$ cat src/hdl/nnTypesPkg.sv
package nnTypesPkg;

	localparam int activationWidth = 8;
	localparam int sumWidth = 16;

	localparam int numInputs = 15;
	localparam int numNodes = 4;

	localparam int inputIndexWidth = $clog2(numInputs);
	localparam int nodeIndexWidth = $clog2(numNodes);

	typedef logic signed [activationWidth-1:0] activationT;
	typedef logic signed [activationWidth-1:0] weightT;
	typedef logic signed [sumWidth-1:0] sumT;   // Product, accumulator and result.

	typedef logic [inputIndexWidth-1:0] inputIndexT;
	typedef logic [nodeIndexWidth-1:0] nodeIndexT;

	typedef enum logic [1:0]
	{
		stLoad,   // Collecting activations.
		stBias,   // Accumulator takes the bias.
		stMac,    // One product per cycle.
		stEmit    // ReLU result goes out.
	} layerStateT;

endpackage

$ cat src/hdl/nnWeightsPkg.sv
package nnWeightsPkg;

	// One row per neuron, one column per input.
	localparam nnTypesPkg::weightT weightTable
		[nnTypesPkg::numNodes][nnTypesPkg::numInputs] = '{
		'{
			12, -5, 33, -47, 8,
			19, -22, 4, 61, -13,
			27, -9, 40, -31, 15
		},
		'{
			-64, 18, -2, 7, -29,
			45, -11, -36, 3, 22,
			-50, 9, -17, 28, -6
		},
		'{
			5, 71, -40, 14, 0,
			-27, 38, -8, -55, 16,
			2, -33, 49, -1, -20
		},
		'{
			-7, 3, -23, -83, 0,
			-14, 31, 34, -81, -67,
			-83, 70, 6, -38, 93
		}
	};

	localparam nnTypesPkg::weightT biasTable [nnTypesPkg::numNodes] = '{
		-10,
		37,
		-4,
		21
	};

endpackage

$ cat src/hdl/macBus.sv
interface macBus;

	nnTypesPkg::inputIndexT index;
	nnTypesPkg::nodeIndexT node;
	logic lastIndex;
	logic lastNode;

	logic advanceIndex;   // Step commands from the controller.
	logic advanceNode;

	logic clearAcc;
	logic accumulate;
	logic emit;

	nnTypesPkg::activationT activation;

	modport control
	(
		input lastIndex,
		input lastNode,
		output advanceIndex,
		output advanceNode,
		output clearAcc,
		output accumulate,
		output emit
	);

	modport counter
	(
		input advanceIndex,
		input advanceNode,
		output index,
		output node,
		output lastIndex,
		output lastNode
	);

	modport buffer
	(
		input index,
		output activation
	);

	modport mac
	(
		input index,
		input node,
		input clearAcc,
		input accumulate,
		input emit,
		input activation
	);

endinterface

$ cat src/hdl/layerControl.sv
module layerControl
(
	input logic clk,
	input logic reset,
	input logic inValid,
	macBus.control bus,
	output logic busy,
	output logic outValid,
	output logic done
);

	nnTypesPkg::layerStateT state;
	nnTypesPkg::layerStateT nextState;

	logic inLoad;
	logic inBias;
	logic inMac;
	logic inEmit;

	assign inLoad = (state == nnTypesPkg::stLoad);
	assign inBias = (state == nnTypesPkg::stBias);
	assign inMac = (state == nnTypesPkg::stMac);
	assign inEmit = (state == nnTypesPkg::stEmit);

	always_comb
	begin
		nextState = state;
		case (state)
			nnTypesPkg::stLoad:
			begin
				if (inValid && bus.lastIndex)   // 15th activation accepted.
					nextState = nnTypesPkg::stBias;
			end
			nnTypesPkg::stBias:
			begin
				nextState = nnTypesPkg::stMac;
			end
			nnTypesPkg::stMac:
			begin
				if (bus.lastIndex)
					nextState = nnTypesPkg::stEmit;
			end
			nnTypesPkg::stEmit:
			begin
				if (bus.lastNode)
					nextState = nnTypesPkg::stLoad;
				else
					nextState = nnTypesPkg::stBias;
			end
			default:
			begin
				nextState = nnTypesPkg::stLoad;
			end
		endcase
	end

	always_ff @(posedge clk)
	begin
		if (reset)
			state <= nnTypesPkg::stLoad;
		else
			state <= nextState;
	end

	assign busy = !inLoad;

	assign bus.clearAcc = inBias;
	assign bus.accumulate = inMac;
	assign bus.emit = inEmit;

	// Index walks once per accepted input, then once per product.
	assign bus.advanceIndex = (inLoad && inValid) || inMac;
	assign bus.advanceNode = inEmit;   // Node held until its result is out.

	always_ff @(posedge clk)
	begin
		if (reset)
		begin
			outValid <= 1'b0;
			done <= 1'b0;
		end
		else
		begin
			outValid <= inEmit;
			done <= inEmit && bus.lastNode;   // Last neuron of the sample.
		end
	end

endmodule

$ cat src/hdl/stepCounter.sv
module stepCounter
(
	input logic clk,
	input logic reset,
	macBus.counter bus
);

	localparam nnTypesPkg::inputIndexT lastIndexValue =
		nnTypesPkg::inputIndexT'(nnTypesPkg::numInputs - 1);
	localparam nnTypesPkg::nodeIndexT lastNodeValue =
		nnTypesPkg::nodeIndexT'(nnTypesPkg::numNodes - 1);

	assign bus.lastIndex = (bus.index == lastIndexValue);
	assign bus.lastNode = (bus.node == lastNodeValue);

	always_ff @(posedge clk)
	begin
		if (reset)
			bus.index <= '0;
		else if (bus.advanceIndex)
		begin
			if (bus.lastIndex)
				bus.index <= '0;
			else
				bus.index <= bus.index + 1'b1;
		end
	end

	// Steps once per finished neuron and wraps back for the next sample.
	always_ff @(posedge clk)
	begin
		if (reset)
			bus.node <= '0;
		else if (bus.advanceNode)
		begin
			if (bus.lastNode)
				bus.node <= '0;
			else
				bus.node <= bus.node + 1'b1;
		end
	end

endmodule

$ cat src/hdl/activationBuffer.sv
module activationBuffer
(
	input logic clk,
	input logic inValid,
	input nnTypesPkg::activationT inData,
	input logic busy,
	macBus.buffer bus
);

	nnTypesPkg::activationT entries [nnTypesPkg::numInputs];

	logic writeEnable;

	assign writeEnable = inValid && !busy;   // Strobes during compute are dropped.

	always_ff @(posedge clk)
	begin
		if (writeEnable)
			entries[bus.index] <= inData;
	end

	// Read port follows the shared index.
	assign bus.activation = entries[bus.index];

endmodule

$ cat src/hdl/neuronMac.sv
module neuronMac
(
	input logic clk,
	input logic reset,
	macBus.mac bus,
	output nnTypesPkg::nodeIndexT outNode,
	output nnTypesPkg::sumT outData
);

	nnTypesPkg::weightT weight;
	nnTypesPkg::weightT bias;
	nnTypesPkg::sumT product;
	nnTypesPkg::sumT acc;
	nnTypesPkg::sumT relu;

	assign weight = nnWeightsPkg::weightTable[bus.node][bus.index];
	assign bias = nnWeightsPkg::biasTable[bus.node];

	// Operands widened to 16 bits first so the product keeps its sign.
	assign product = nnTypesPkg::sumT'(bus.activation) * nnTypesPkg::sumT'(weight);

	always_ff @(posedge clk)
	begin
		if (bus.clearAcc)
			acc <= nnTypesPkg::sumT'(bias);   // Sign-extended.
		else if (bus.accumulate)
			acc <= acc + product;   // Wraps at 16 bits.
	end

	assign relu = acc[nnTypesPkg::sumWidth-1] ? '0 : acc;

	always_ff @(posedge clk)
	begin
		if (reset)
		begin
			outData <= '0;
			outNode <= '0;
		end
		else if (bus.emit)
		begin
			outData <= relu;
			outNode <= bus.node;
		end
	end

endmodule

$ cat src/hdl/denseLayer.sv
module denseLayer
(
	input logic clk,
	input logic reset,
	input logic inValid,
	input nnTypesPkg::activationT inData,
	output logic busy,
	output logic outValid,
	output nnTypesPkg::nodeIndexT outNode,
	output nnTypesPkg::sumT outData,
	output logic done
);

	macBus layerBus();

	layerControl u_layerControl
	(
		.clk(clk),
		.reset(reset),
		.inValid(inValid),
		.bus(layerBus.control),
		.busy(busy),
		.outValid(outValid),
		.done(done)
	);

	stepCounter u_stepCounter
	(
		.clk(clk),
		.reset(reset),
		.bus(layerBus.counter)
	);

	// Write side is gated by busy from the controller.
	activationBuffer u_activationBuffer
	(
		.clk(clk),
		.inValid(inValid),
		.inData(inData),
		.busy(busy),
		.bus(layerBus.buffer)
	);

	neuronMac u_neuronMac
	(
		.clk(clk),
		.reset(reset),
		.bus(layerBus.mac),
		.outNode(outNode),
		.outData(outData)
	);

endmodule

$ cat config.mk
export PLATFORM = sky130hd
export DESIGN_NAME = denseLayer
export DESIGN_NICKNAME = d
export VERILOG_FILES = /design/src/hdl/nnTypesPkg.sv /design/src/hdl/nnWeightsPkg.sv /design/src/hdl/macBus.sv /design/src/hdl/layerControl.sv /design/src/hdl/stepCounter.sv /design/src/hdl/activationBuffer.sv /design/src/hdl/neuronMac.sv /design/src/hdl/denseLayer.sv
export SDC_FILE = /design/constraint.sdc
export NUM_CORES = 1
export LEC_CHECK = 0
export BUFFER_PORTS_ARGS = -buffer_cell sky130_fd_sc_hd__buf_2
export CORE_MARGIN = 5
export CORE_UTILIZATION = 60
export CTS_CLUSTER_SIZE = 20
export DETAILED_ROUTE_END_ITERATION = 6
export GPL_ROUTABILITY_DRIVEN = 0
export PLACE_DENSITY = 0.81
export REMOVE_ABC_BUFFERS = 1
export SLEW_MARGIN = 15
export SYNTH_ARGS = -nofsm -noshare
export SYNTH_HDL_FRONTEND = slang
export SYNTH_SLANG_ARGS = --single-unit
$ cat constraint.sdc
create_clock -name clk -period 14.65 [get_ports clk]
set_input_delay 0.7325 -clock clk [delete_from_list [all_inputs] [get_ports clk]]
set_output_delay 0.7325 -clock clk [all_outputs]
set_load 0.1 [all_outputs]
### Word-level counts from Yosys, hierarchy flattened

Memories as Yosys holds them, arrays and structs flattened. A register that Yosys moved wholly into a read port is not among the register bits.
Index checks and enable logic that the tools add are counted.
Widths: inputs -> output; s select.

| cells by class | value |
|---|---|
| $add $sub $neg | 3 |
| multipliers | 1 |
| $lt $le $gt $ge | 2 |
| eq/ne operators | 7 |
| mux-type cells | 22 |
| bitwise logic cells | 2 |
| reductions and logical operators | 8 |

Operators by type and width:

| cell | number |
|---|---|
| $bmux 120 s2 | 1 |
| $mux 120 | 2 |
| $bmux 8 s4 | 1 |
| $mux 16 | 2 |
| $mux 8 | 4 |
| $add 16x16->16 | 1 |
| $bmux 8 s2 | 1 |
| $mul 8x8->16 | 1 |
| $mux 15 | 1 |
| $mux 4 | 3 |
| $pmux 2 s4 | 1 |
| $eq 2x2->1 const B | 3 |
| $mux 2 | 3 |
| $ge 5x5->1 const B | 1 |
| $not 4->5 | 1 |
| $add 4x1->4 const B | 1 |
| $eq 4x4->1 const B | 1 |
| $ge 3x3->1 const B | 1 |
| $logic_and 1x1->1 | 3 |
| $mux 1 | 3 |
| $not 2->3 | 1 |
| $add 2x1->2 const B | 1 |
| $eq 2x1->1 const B | 1 |
| $logic_not 2->1 | 1 |
| other kinds (6) | 6 |

| storage, ports and cells | value |
|---|---|
| register bits | 44 |
| bits in writable memories | 120 |
| bits of input ports | 11 |
| output and inout bits | 21 |
| word-level logic and storage cells | 54 |
| memories kept | 1 |

Memories:

| memory | depth | width | read ports | clocked after Yosys merged registers in | wr ports | RTL line | RTL |
|---|---|---|---|---|---|---|---|
| u_activationBuffer.entries | 15 | 8 | 1 | 1 | 1 | activationBuffer.sv:10 | `nnTypesPkg::activationT entries [nnTypesPkg::numInputs];` |

### Logic depth before layout (Yosys ltp)

Gate-level depths: netlist of the first run.

| depth | value |
|---|---|
| word-level depth | 11 |
| mapped depth | 25 |
| gate-level depth less buffers | 23 |

### Hierarchy

From an unflattened synthesis of the first run, not the netlist that was laid out.

| second synthesis, totals | value |
|---|---|
| cell total of the unflattened synthesis | 836 |
| area total of the unflattened synthesis | 10431.3 um^2 |

By module, submodules not included:

| module | instances | cells an instance | area each (um^2) | seq. area each (um^2) |
|---|---|---|---|---|
| neuronMac | 1 | 553 | 5167.5 | 820.8 |
| activationBuffer | 1 | 228 | 4719.5 | 3603.5 |
| stepCounter | 1 | 29 | 286.5 | 120.1 |
| layerControl | 1 | 26 | 257.7 | 80.1 |

### Worst setup path before layout of the first run

Ideal clock, no wire load.

| path | value |
|---|---|
| path kind | reg2reg |
| start | register u_stepCounter.bus.node[0] |
| end | register u_neuronMac.acc[15], data pin |
| setup time | 0.281 ns |
| data arrival time | 6.078 ns |
| required time | 14.369 ns |
| path slack | 8.291 ns |
| stages on the path, launching flop included | 19 |
| path buffers | 2 |
| period minus slack after synthesis | 6.359 ns |
| path through | dfxtp_1 > buf_2 > inv_1 > ha_1 > clkbuf_1 > a22o_1 > mux4_2 > nor2_1 > fa_1 > fa_1 > fa_1 > fa_1 > ha_1 > ha_1 > a2111oi_0 > o21ai_0 > a21oi_1 > a221o_1 > o211ai_1 |

| between the ends | value |
|---|---|
| longest elaborated chain between the ends | 11 |
| elaborated cells on any way between the ends | 14 |

Ends and longest elaborated chain:

| what | RTL line | RTL |
|---|---|---|
| start: declaration | macBus.sv:33 | `output node,` |
| start signal: assignment | stepCounter.sv:39 | `bus.node <= bus.node + 1'b1;` |
| $not 2->3 (not written as such) (*) | neuronMac.sv:16, neuronMac.sv:17 |  |
| $bmux 120 s2 | neuronMac.sv:16 | `assign weight = nnWeightsPkg::weightTable[bus.node][bus.index];` |
| $mux 120 (not written as such) (2 in series) | neuronMac.sv:16 |  |
| $bmux 8 s4 | neuronMac.sv:16 |  |
| $mux 8 (not written as such) (2 in series) | neuronMac.sv:16 |  |
| $mul 8x8->16 | neuronMac.sv:20 | `assign product = nnTypesPkg::sumT'(bus.activation) * nnTypesPkg::sumT'(weight);` |
| $add 16x16->16 | neuronMac.sv:27 | `acc <= acc + product;` |
| $mux 16 | neuronMac.sv:26 | `else if (bus.accumulate)` |
| $mux 16 (*) | neuronMac.sv:24 | `if (bus.clearAcc)` |
| end signal: assignment | neuronMac.sv:25 | `acc <= nnTypesPkg::sumT'(bias);` |
| end signal: assignment | neuronMac.sv:27 |  |
| end: declaration | neuronMac.sv:13 | `nnTypesPkg::sumT acc;` |

Mark *: on every way between the ends. The rest lies on a longest branch, timed or not. The select of a mux whose other input is x is not followed.
A chain may end at the register's enable or synchronous reset.

### Final worst setup path of the first run

| path | value |
|---|---|
| start | register u_stepCounter.bus.node[0] |
| end | register u_neuronMac.acc[13], data pin |

Same word-level chain as after synthesis.

==> flow_summary.ini, run 1 <==
[sta]
rsz0062_at_grt = no
setup_viol = 0
slew_headroom_pct = 37.2
fmax_mhz = 130
fin_crit_sh_pct = 52.6
tightest_slew_ps = 939
fin_crit_ps = 7700
finalHoldViolCount = 0
maxSlewViolCount = 0
fin_worst_skew_ps = 13.0
tns_ps = 0

[critical_path]
cp-end-kind = flop
path_class = flop to flop
r2r_end = u_neuronMac.acc[13]
crit_required_ps = 14820
path_max_fanout = 23
start_kind = flop
crit_path_end = u_neuronMac.acc[13]
r2r-start = u_stepCounter.bus.node[0]
rrSetupSlack_ps = 6950
critical_path_arrival_ps = 7870
r2r_cells = 18
critPathLaunch = u_stepCounter.bus.node[0]

[clock_tree]
cts_hold_buf = 0
cts_buffers = 17
cts_tree = yes
cts_resized = 0
cts_sinks = 167
cts-root-buf = clkbuf_16
clockBufferDepth = 2
post-cts-setup-buffer-count = 0
h-tree-depth = 4
insertion_delay_ps = 440
path_clk_slew_ps = 80

[routing]
wl_um = 21800
detail-route-antenna-nets = 0
route.detailed.drc = 1
via_count = 6714
drt_iter0_markers = 730
route.detailed.vias_per_inst = 6.03
wl_per_cell_um = 19.6
firstDrtPassIters = 7

[outcome]
violations = DRC
outcome = finished, violations left

[die]
fp-row-count = 48
io_pins = 32
dieHeight_um = 143
dieArea_um2 = 20300
coreArea_um2 = 17200
start_util_pct = 61.1
die_w_um = 143

[final_layout]
drive_gt1_share_pct = 13.8
fin_nets = 1008
final_cell_mix = edfxtp_1, nor2_1, inv_1
layout_commonest_cell = edfxtp_1
n_antenna_cell = 0
area_growth_pct = 8.35
n_fill_cell = 1226

[global_routing]
grt_pass1_wl_um = 35700
antenna_found_initial = 0
grt_overflow = 0
grt_pass1_vias = 6761
grt_usage_pct = 23.0
grt_max_degree = 49

[synth]
ys_warn_count = 0
async_flop_share_pct = 0
netlist_area_um2 = 10500
synthCells = 860
synth.distinct_cells = 76
yosys-top-cells-area = edfxtp_1, fa_1, mux4_2
synth_top_area_share_pct = 38.8
syn-mean-instance-area_um2 = 12.2
synth_edf_count = 136
synth_seq_cells = 167
yosysSeqAreaShare_pct = 44.7
ys.flop_type = edfxtp_1
yosysTopAreaCell = edfxtp_1

[hold_path]
hold_path_class = flop to flop

[placement]
portBuffers = 30
place_hpwl_um = 15200

[flow_run]
max-cap-violations = 0
sequential cells by signal (all words and copies together) (netlist names), named ones only:
register                    count
u_activationBuffer.entries    120
u_layerControl.done             1
u_layerControl.outValid         1
u_layerControl.state            2
u_neuronMac.acc                16
u_neuronMac.outData            15
u_neuronMac.outNode             2
u_stepCounter.bus.index         4
u_stepCounter.bus.node          2
worst max-delay path, cell delays in order (launching register included):
cell	delay, ps
dfxtp_1	830
inv_1	250
ha_1	660
nand2b_1	180
o21a_1	160
o22a_1	170
mux4_2	500
nor2_1	740
fa_1	580
fa_1	500
fa_1	560
fa_1	410
ha_1	290
ha_1	350
a2111oi_0	450
o21ai_0	280
a21oi_1	260
xor2_1	170
o21ai_0	80
layout make-up:
type	count	area (um^2)	share of cell area [%]
Clock buffer	17	425	3.73
Tap cell	225	282	2.47
Inverter	82	308	2.70
Sequential cell	167	4710	41.2
Timing Repair Buffer	40	225	1.97
Multi-Input combinational cell	568	5280	46.2
Clock inverter	15	193	1.69
per-layer routing:
layer | routed length [um] | up-vias | track usage, %
li1 | - | 3084 | -
met1 | 8830 | 3291 | 30.4
met2 | 10900 | 293 | 38.5
met3 | 1640 | 46 | 5.14
met4 | 477 | 0 | 6.50
met5 | 0 | - | 0
through the flow:
step           setup slack [ps]  std cells  utilization, %  cell area (um^2)  hold slack [ps]
6_report                   6950       1114            66.2             11400              485
2_1_floorplan              7940        817               -             10300              474
5_1_grt                    6390       1114            66.2             11400              513
3_5_place_dp               7060       1082            62.6             10800              473
4_1_cts                    7020       1114            66.2             11400              483
3_3_place_gp               7420       1082            62.6             10800              461
worst min-delay path by stage:
stage | start | depth (start not counted) | slack [ps] | endpoint
after floorplan | u_neuronMac.acc[1] | 2 | 470 | u_neuronMac.outData[1]
after global routing | u_neuronMac.outData[0] | 2 | 510 | u_neuronMac.outData[0]
after global placement | u_neuronMac.outData[0] | 2 | 460 | u_neuronMac.outData[0]
final | u_neuronMac.outData[0] | 2 | 480 | u_neuronMac.outData[0]
after CTS | u_neuronMac.outData[0] | 2 | 480 | u_neuronMac.outData[0]
after detailed placement | u_neuronMac.outData[0] | 2 | 470 | u_neuronMac.outData[0]
cell usage after synthesis (6+ instances only):
cell type	count
nor2b_1	23
nand3_1	7
edfxtp_1	136
o211ai_1	18
nor2_1	94
mux4_2	28
nand2b_1	18
xor2_1	6
nand2_1	39
mux2i_1	27
dfxtp_1	31
a21oi_1	36
buf_2	12
inv_1	81
a211oi_1	9
nor3_1	7
ha_1	49
fa_1	72
clkbuf_1	17
o21ai_0	30
xnor2_1	9
mux2_2	11
kinds of logic (layout without fill, tap and decap cells):
logic type	after synthesis	after routing	synth area share, %
AND/OR/NAND/NOR	214	214	9.51
buffers and inverters	125	154	5.26
adder cells (fa/ha/maj)	121	121	19.5
AO/OA/AOI/OAI	149	149	9.73
XOR/XNOR	16	16	1.46
flip-flops	167	167	44.7
multiplexers	67	67	9.83
other	1	1	0.0356
Power of run 1 is left out: the tool's default activity adds up to more than one toggle a clock period on the data nets, which glitch-free logic cannot reach.
==> run 2, diff against run 1 <==
- ABC_AREA: default -> 1
- clock period: 14.65 -> 7.1 ns (I/O delays scaled with it)
==> run 2 against run 1 <==
Register-to-register slack got worse by 6300 ps. Largest cell class unchanged. The run still ends with DRC left. Critical endpoint is now u_neuronMac.acc[12]. Critical path type unchanged. Clock skew about the same. Non-clock buffer count decreased by 4.
==> flow_summary.ini, run 2 <==
[die]
start_util_pct = 61.0
coreArea_um2 = 17200
dieHeight_um = 142
fp-row-count = 48
die_w_um = 142
io_pins = 32
dieArea_um2 = 20300

[sta]
tightest_slew_ps = 850
tns_ps = 0
finalHoldViolCount = 0
fin_crit_ps = 6430
fin_crit_sh_pct = 90.6
slew_headroom_pct = 43.1
fmax_mhz = 156
setup_viol = 0
fin_worst_skew_ps = 13.3
holdWs_ps = 307
maxSlewViolCount = 0
rsz0062_at_grt = no

[global_routing]
antenna_found_initial = 0
grt_overflow = 0
grt_pass1_wl_um = 39300
grt_usage_pct = 24.9
grt_pass1_vias = 7975
grt_max_degree = 57

[synth]
synthMostInstantiatedCell = nand2_1
synthCells = 1125
synth.distinct_cells = 47
ys.flop_type = edfxtp_1
yosysSeqAreaShare_pct = 44.7
async_flop_share_pct = 0
synth_top_cells_by_count = nand2_1, inv_1, edfxtp_1, nor2_1, nand3_1
ys_warn_count = 0
syn-mean-instance-area_um2 = 9.35
netlist_area_um2 = 10500
yosysTopAreaCell = edfxtp_1
synth_seq_cells = 167
yosys-top-cells-area = edfxtp_1, fa_1, nand2_1
synth_top_area_share_pct = 38.8
synth_edf_count = 136

[clock_tree]
cts_resized = 0
clockBufferDepth = 2
post-cts-setup-buffer-count = 0
h-tree-depth = 4
cts_sinks = 167
path_clk_slew_ps = 80
cts_buffers = 17
cts_tree = yes
cts-root-buf = clkbuf_16
cts_hold_buf = 0
insertion_delay_ps = 450

[routing]
drt_iter0_markers = 1077
route.detailed.vias_per_inst = 5.80
wl_per_cell_um = 17.6
wl_um = 24200
route.detailed.drc = 74
detail-route-antenna-nets = 0
via_count = 7994
firstDrtPassIters = 7

[flow_run]
max-cap-violations = 0

[final_layout]
reg.largest.list = u_activationBuffer.entries (120), u_neuronMac.acc (16), u_neuronMac.outData (15)
ff_latch_area_um2 = 4710
n_antenna_cell = 0
largest_reg_flops = 120
area_growth_pct = 8.33
multi_input_area_um2 = 5020
fin_nets = 1274
regMostFlops = u_activationBuffer.entries
n_fill_cell = 1262
drive_gt1_share_pct = 9.27
layout_commonest_cell = nand2_1
final_cell_mix = nand2_1, inv_1, edfxtp_1

[hold_path]
hold_path_class = input pin to flop
min_from = inData[0]

[critical_path]
r2r_cells = 23
crit_required_ps = 7290
start_kind = flop
r2r_end = u_neuronMac.acc[12]
crit_path_end = u_neuronMac.acc[12]
r2r-start = u_stepCounter.bus.node[0]
critPathLaunch = u_stepCounter.bus.node[0]
path_max_fanout = 12
cp-end-kind = flop
path_class = flop to flop
rrSetupSlack_ps = 670
critical_path_arrival_ps = 6620

[outcome]
outcome = finished, violations left
violations = DRC

[placement]
portBuffers = 30
place_hpwl_um = 16800
[run 2: per-stage QoR]
stage | instances | utilization, % | setup slack (ps) | area (um^2)
6_report | 1379 | 66.1 | 670 | 11400
5_1_grt | 1379 | 66.1 | 224 | 11400
4_1_cts | 1379 | 66.1 | 765 | 11400
3_5_place_dp | 1348 | 62.7 | 824 | 10800
3_3_place_gp | 1348 | 62.7 | 986 | 10800
2_1_floorplan | 1087 | - | 718 | 10300
[run 2: worst min-delay path by stage]
| stage | endpoint | depth (start not counted) |
|---|---|---|
| 2_1_floorplan | u_layerControl.state[0] | 1 |
| 3_3_place_gp | u_neuronMac.outData[1] | 2 |
| 3_5_place_dp | u_neuronMac.outData[9] | 2 |
| 5_1_grt | u_activationBuffer.entries[7][1] | 1 |
| 6_report | u_activationBuffer.entries[7][0] | 1 |
| 4_1_cts | u_activationBuffer.entries[7][0] | 1 |
[run 2: final cells by class]
type / instances / share of cell area (%)
clock inverters: 14 / 1.43
repair buffers: 36 / 1.82
well taps: 225 / 2.47
clock buffers: 17 / 3.73
inverters: 158 / 5.21
flip-flops and latches: 167 / 41.3
multi-input cells: 762 / 44.0
[run 2: cell families after synthesis]
group | after synthesis | synth area share, %
AO/OA/AOI/OAI | 158 | 8.52
XOR/XNOR | 8 | 0.666
adder cells (fa/ha/maj) | 121 | 19.5
buffers and inverters | 196 | 7.57
flip-flops | 167 | 44.7
other | 1 | 0.0357
AND/OR/NAND/NOR | 474 | 19.0
[run 2: worst max-delay path, stage by stage, from the launching register on]
cell and delay (ps):
dfxtp_1 530, inv_2 190, ha_1 400, inv_1 90
nand2_1 230, nand3_1 170, a32o_1 270, nor2_2 260
nand2_1 120, fa_1 510, inv_1 50, fa_1 490
fa_1 510, fa_1 510, inv_1 60, fa_1 500
inv_1 40, ha_1 340, a21oi_1 200, nand2_1 100
a21boi_0 300, o21bai_1 120, nor2_1 100, o21ai_0 80
[run 2: metal layers]
layer  vias to the layer above  share of wire, %  GRT usage [%]
li1                       3718                 -              -
met1                      3720                40           32.0
met2                       462                48           41.3
met3                        94               8.9           4.60
met4                         0               3.5           11.3
met5                         -                 0              0
Power of run 2 is left out for the same reason.
==> run 3, diff against run 2 <==
- CORE_UTILIZATION: 60 -> 40
- PLACE_DENSITY: 0.81 -> 0.59
==> run 3 against run 2 <==
Maximum frequency is 0.66% lower. The flow now finishes without violations. Final area rose by 1.7%. Hold slack got worse by 25 ps. Via count is 3.3% lower. Largest cell class unchanged. Clock skew is 2.5 ps higher. Register-to-register slack got worse by 40 ps. Core utilization is 22 points lower. Sequential share of layout area decreased by 0.69 points.
==> flow_summary.ini, run 3 (synthesized netlist as in run 2, its figures left out) <==
[global_routing]
grt_pass1_wl_um = 40700
grt_max_degree = 57
grt_usage_pct = 17.6
grt_overflow = 0
grt_pass1_vias = 7706
antenna_found_initial = 0

[final_layout]
multi_input_area_um2 = 5020
final_cell_mix = nand2_1, inv_1, edfxtp_1
layout_commonest_cell = nand2_1
largest_reg_flops = 120
reg.largest.list = u_activationBuffer.entries (120), u_neuronMac.acc (16), u_neuronMac.outData (15)
ff_latch_area_um2 = 4710
regMostFlops = u_activationBuffer.entries
n_antenna_cell = 0
area_growth_pct = 10.2
n_fill_cell = 2474
fin_nets = 1275
drive_gt1_share_pct = 9.43

[clock_tree]
insertion_delay_ps = 450
cts-root-buf = clkbuf_16
path_clk_slew_ps = 80
cts_sinks = 167
cts_hold_buf = 0
h-tree-depth = 4
cts_resized = 0
clockBufferDepth = 2
cts_tree = yes
cts_buffers = 17
post-cts-setup-buffer-count = 0

[outcome]
outcome = complete, no violations

[die]
dieArea_um2 = 29600
dieHeight_um = 172
coreArea_um2 = 26000
start_util_pct = 40.5
fp-row-count = 59
die_w_um = 172
io_pins = 32

[critical_path]
slowest_delay_ps = 590
path_class = flop to flop
critPathLaunch = u_stepCounter.bus.node[1]
cp-end-kind = flop
path_max_fanout = 10
crit_required_ps = 7380
r2r-start = u_stepCounter.bus.node[1]
start_kind = flop
rrSetupSlack_ps = 630
cp_cell_sequence = inv_2, ha_1, inv_1, nand2_1, nand3_1, a32o_1, nor2_2, nand2_1, fa_1, inv_1, fa_1, fa_1, fa_1, inv_1, fa_1, inv_1, ha_1, a21oi_1, nand2_1, a21boi_0, o21bai_1, nand2_1, nand2_1, o21ai_0
crit_path_top_delay_cell = dfxtp_1
critical_path_arrival_ps = 6750

[routing]
firstDrtPassIters = 7
route.detailed.vias_per_inst = 5.19
via_count = 7734
drt_iter0_markers = 679
wl_per_cell_um = 16.8
wl_um = 25000
detail-route-antenna-nets = 0
route.detailed.drc = 0

[sta]
fin_worst_skew_ps = 15.8
fin_crit_ps = 6470
maxSlewViolCount = 0
finalHoldViolCount = 0
tightest_slew_ps = 1020
setup_viol = 0
fin_crit_sh_pct = 91.2
rsz0062_at_grt = no
tns_ps = 0
slew_headroom_pct = 31.8
fmax_mhz = 154

[placement]
place_hpwl_um = 17500
portBuffers = 30

[flow_run]
max-cap-violations = 0

[hold_path]
hold_path_class = input pin to flop
min_from = inData[1]
-- run 3: changes by cell type in the layout (fill, tap and decap cells not counted), sizes merged --
cell / previous run / this run
inv: 162 / 164
buf: 36 / 37
clkinvlp: 1 / 0
-- run 3: critical path: cells and delay by family (launching register included) --
kind                     cells  cell delay (ps)
adder cells (fa/ha/maj)      7             3230
flip-flops                   1              590
buffers and inverters        5              410
AO/OA/AOI/OAI                5             1070
AND/OR/NAND/NOR              7              980
-- run 3: routing by layer --
layer  track usage (%)  share of wire [%]  up-vias
li1                  -                  -     3728
met4              5.02                1.8        0
met3              3.06                5.2       47
met2              28.3                 46      272
met1              24.5                 47     3687
met5                 0                  0        -
-- run 3: path summary, 6_finish.rpt --
path / cells past startpoint / to
worst max-delay path: 24 / u_neuronMac.acc[12]
worst min-delay path: 1 / u_activationBuffer.entries[6][1]
worst max register to register: 24 / u_neuronMac.acc[12]
worst min register to register: 2 / u_neuronMac.outData[14]
-- run 3: layout make-up --
| class | count | area share (%) |
|---|---|---|
| clock inverters | 15 | 1.82 |
| clock buffers | 17 | 3.67 |
| flip-flops and latches | 167 | 40.6 |
| multi-input cells | 762 | 43.3 |
| inverters | 158 | 5.12 |
| repair buffers | 37 | 1.86 |
| well taps | 335 | 3.62 |
-- run 3: stage by stage --
stage	hold WS, ps	instance area, um^2	instances	util [%]	setup slack, ps
after floorplan	424	10300	1087	-	718
after global placement	449	11000	1459	42.1	853
after detailed placement	450	11000	1459	42.1	788
after CTS	272	11600	1491	44.6	753
after global routing	284	11600	1491	44.6	211
final	282	11600	1491	44.6	627
Power of run 3 is left out for the same reason.
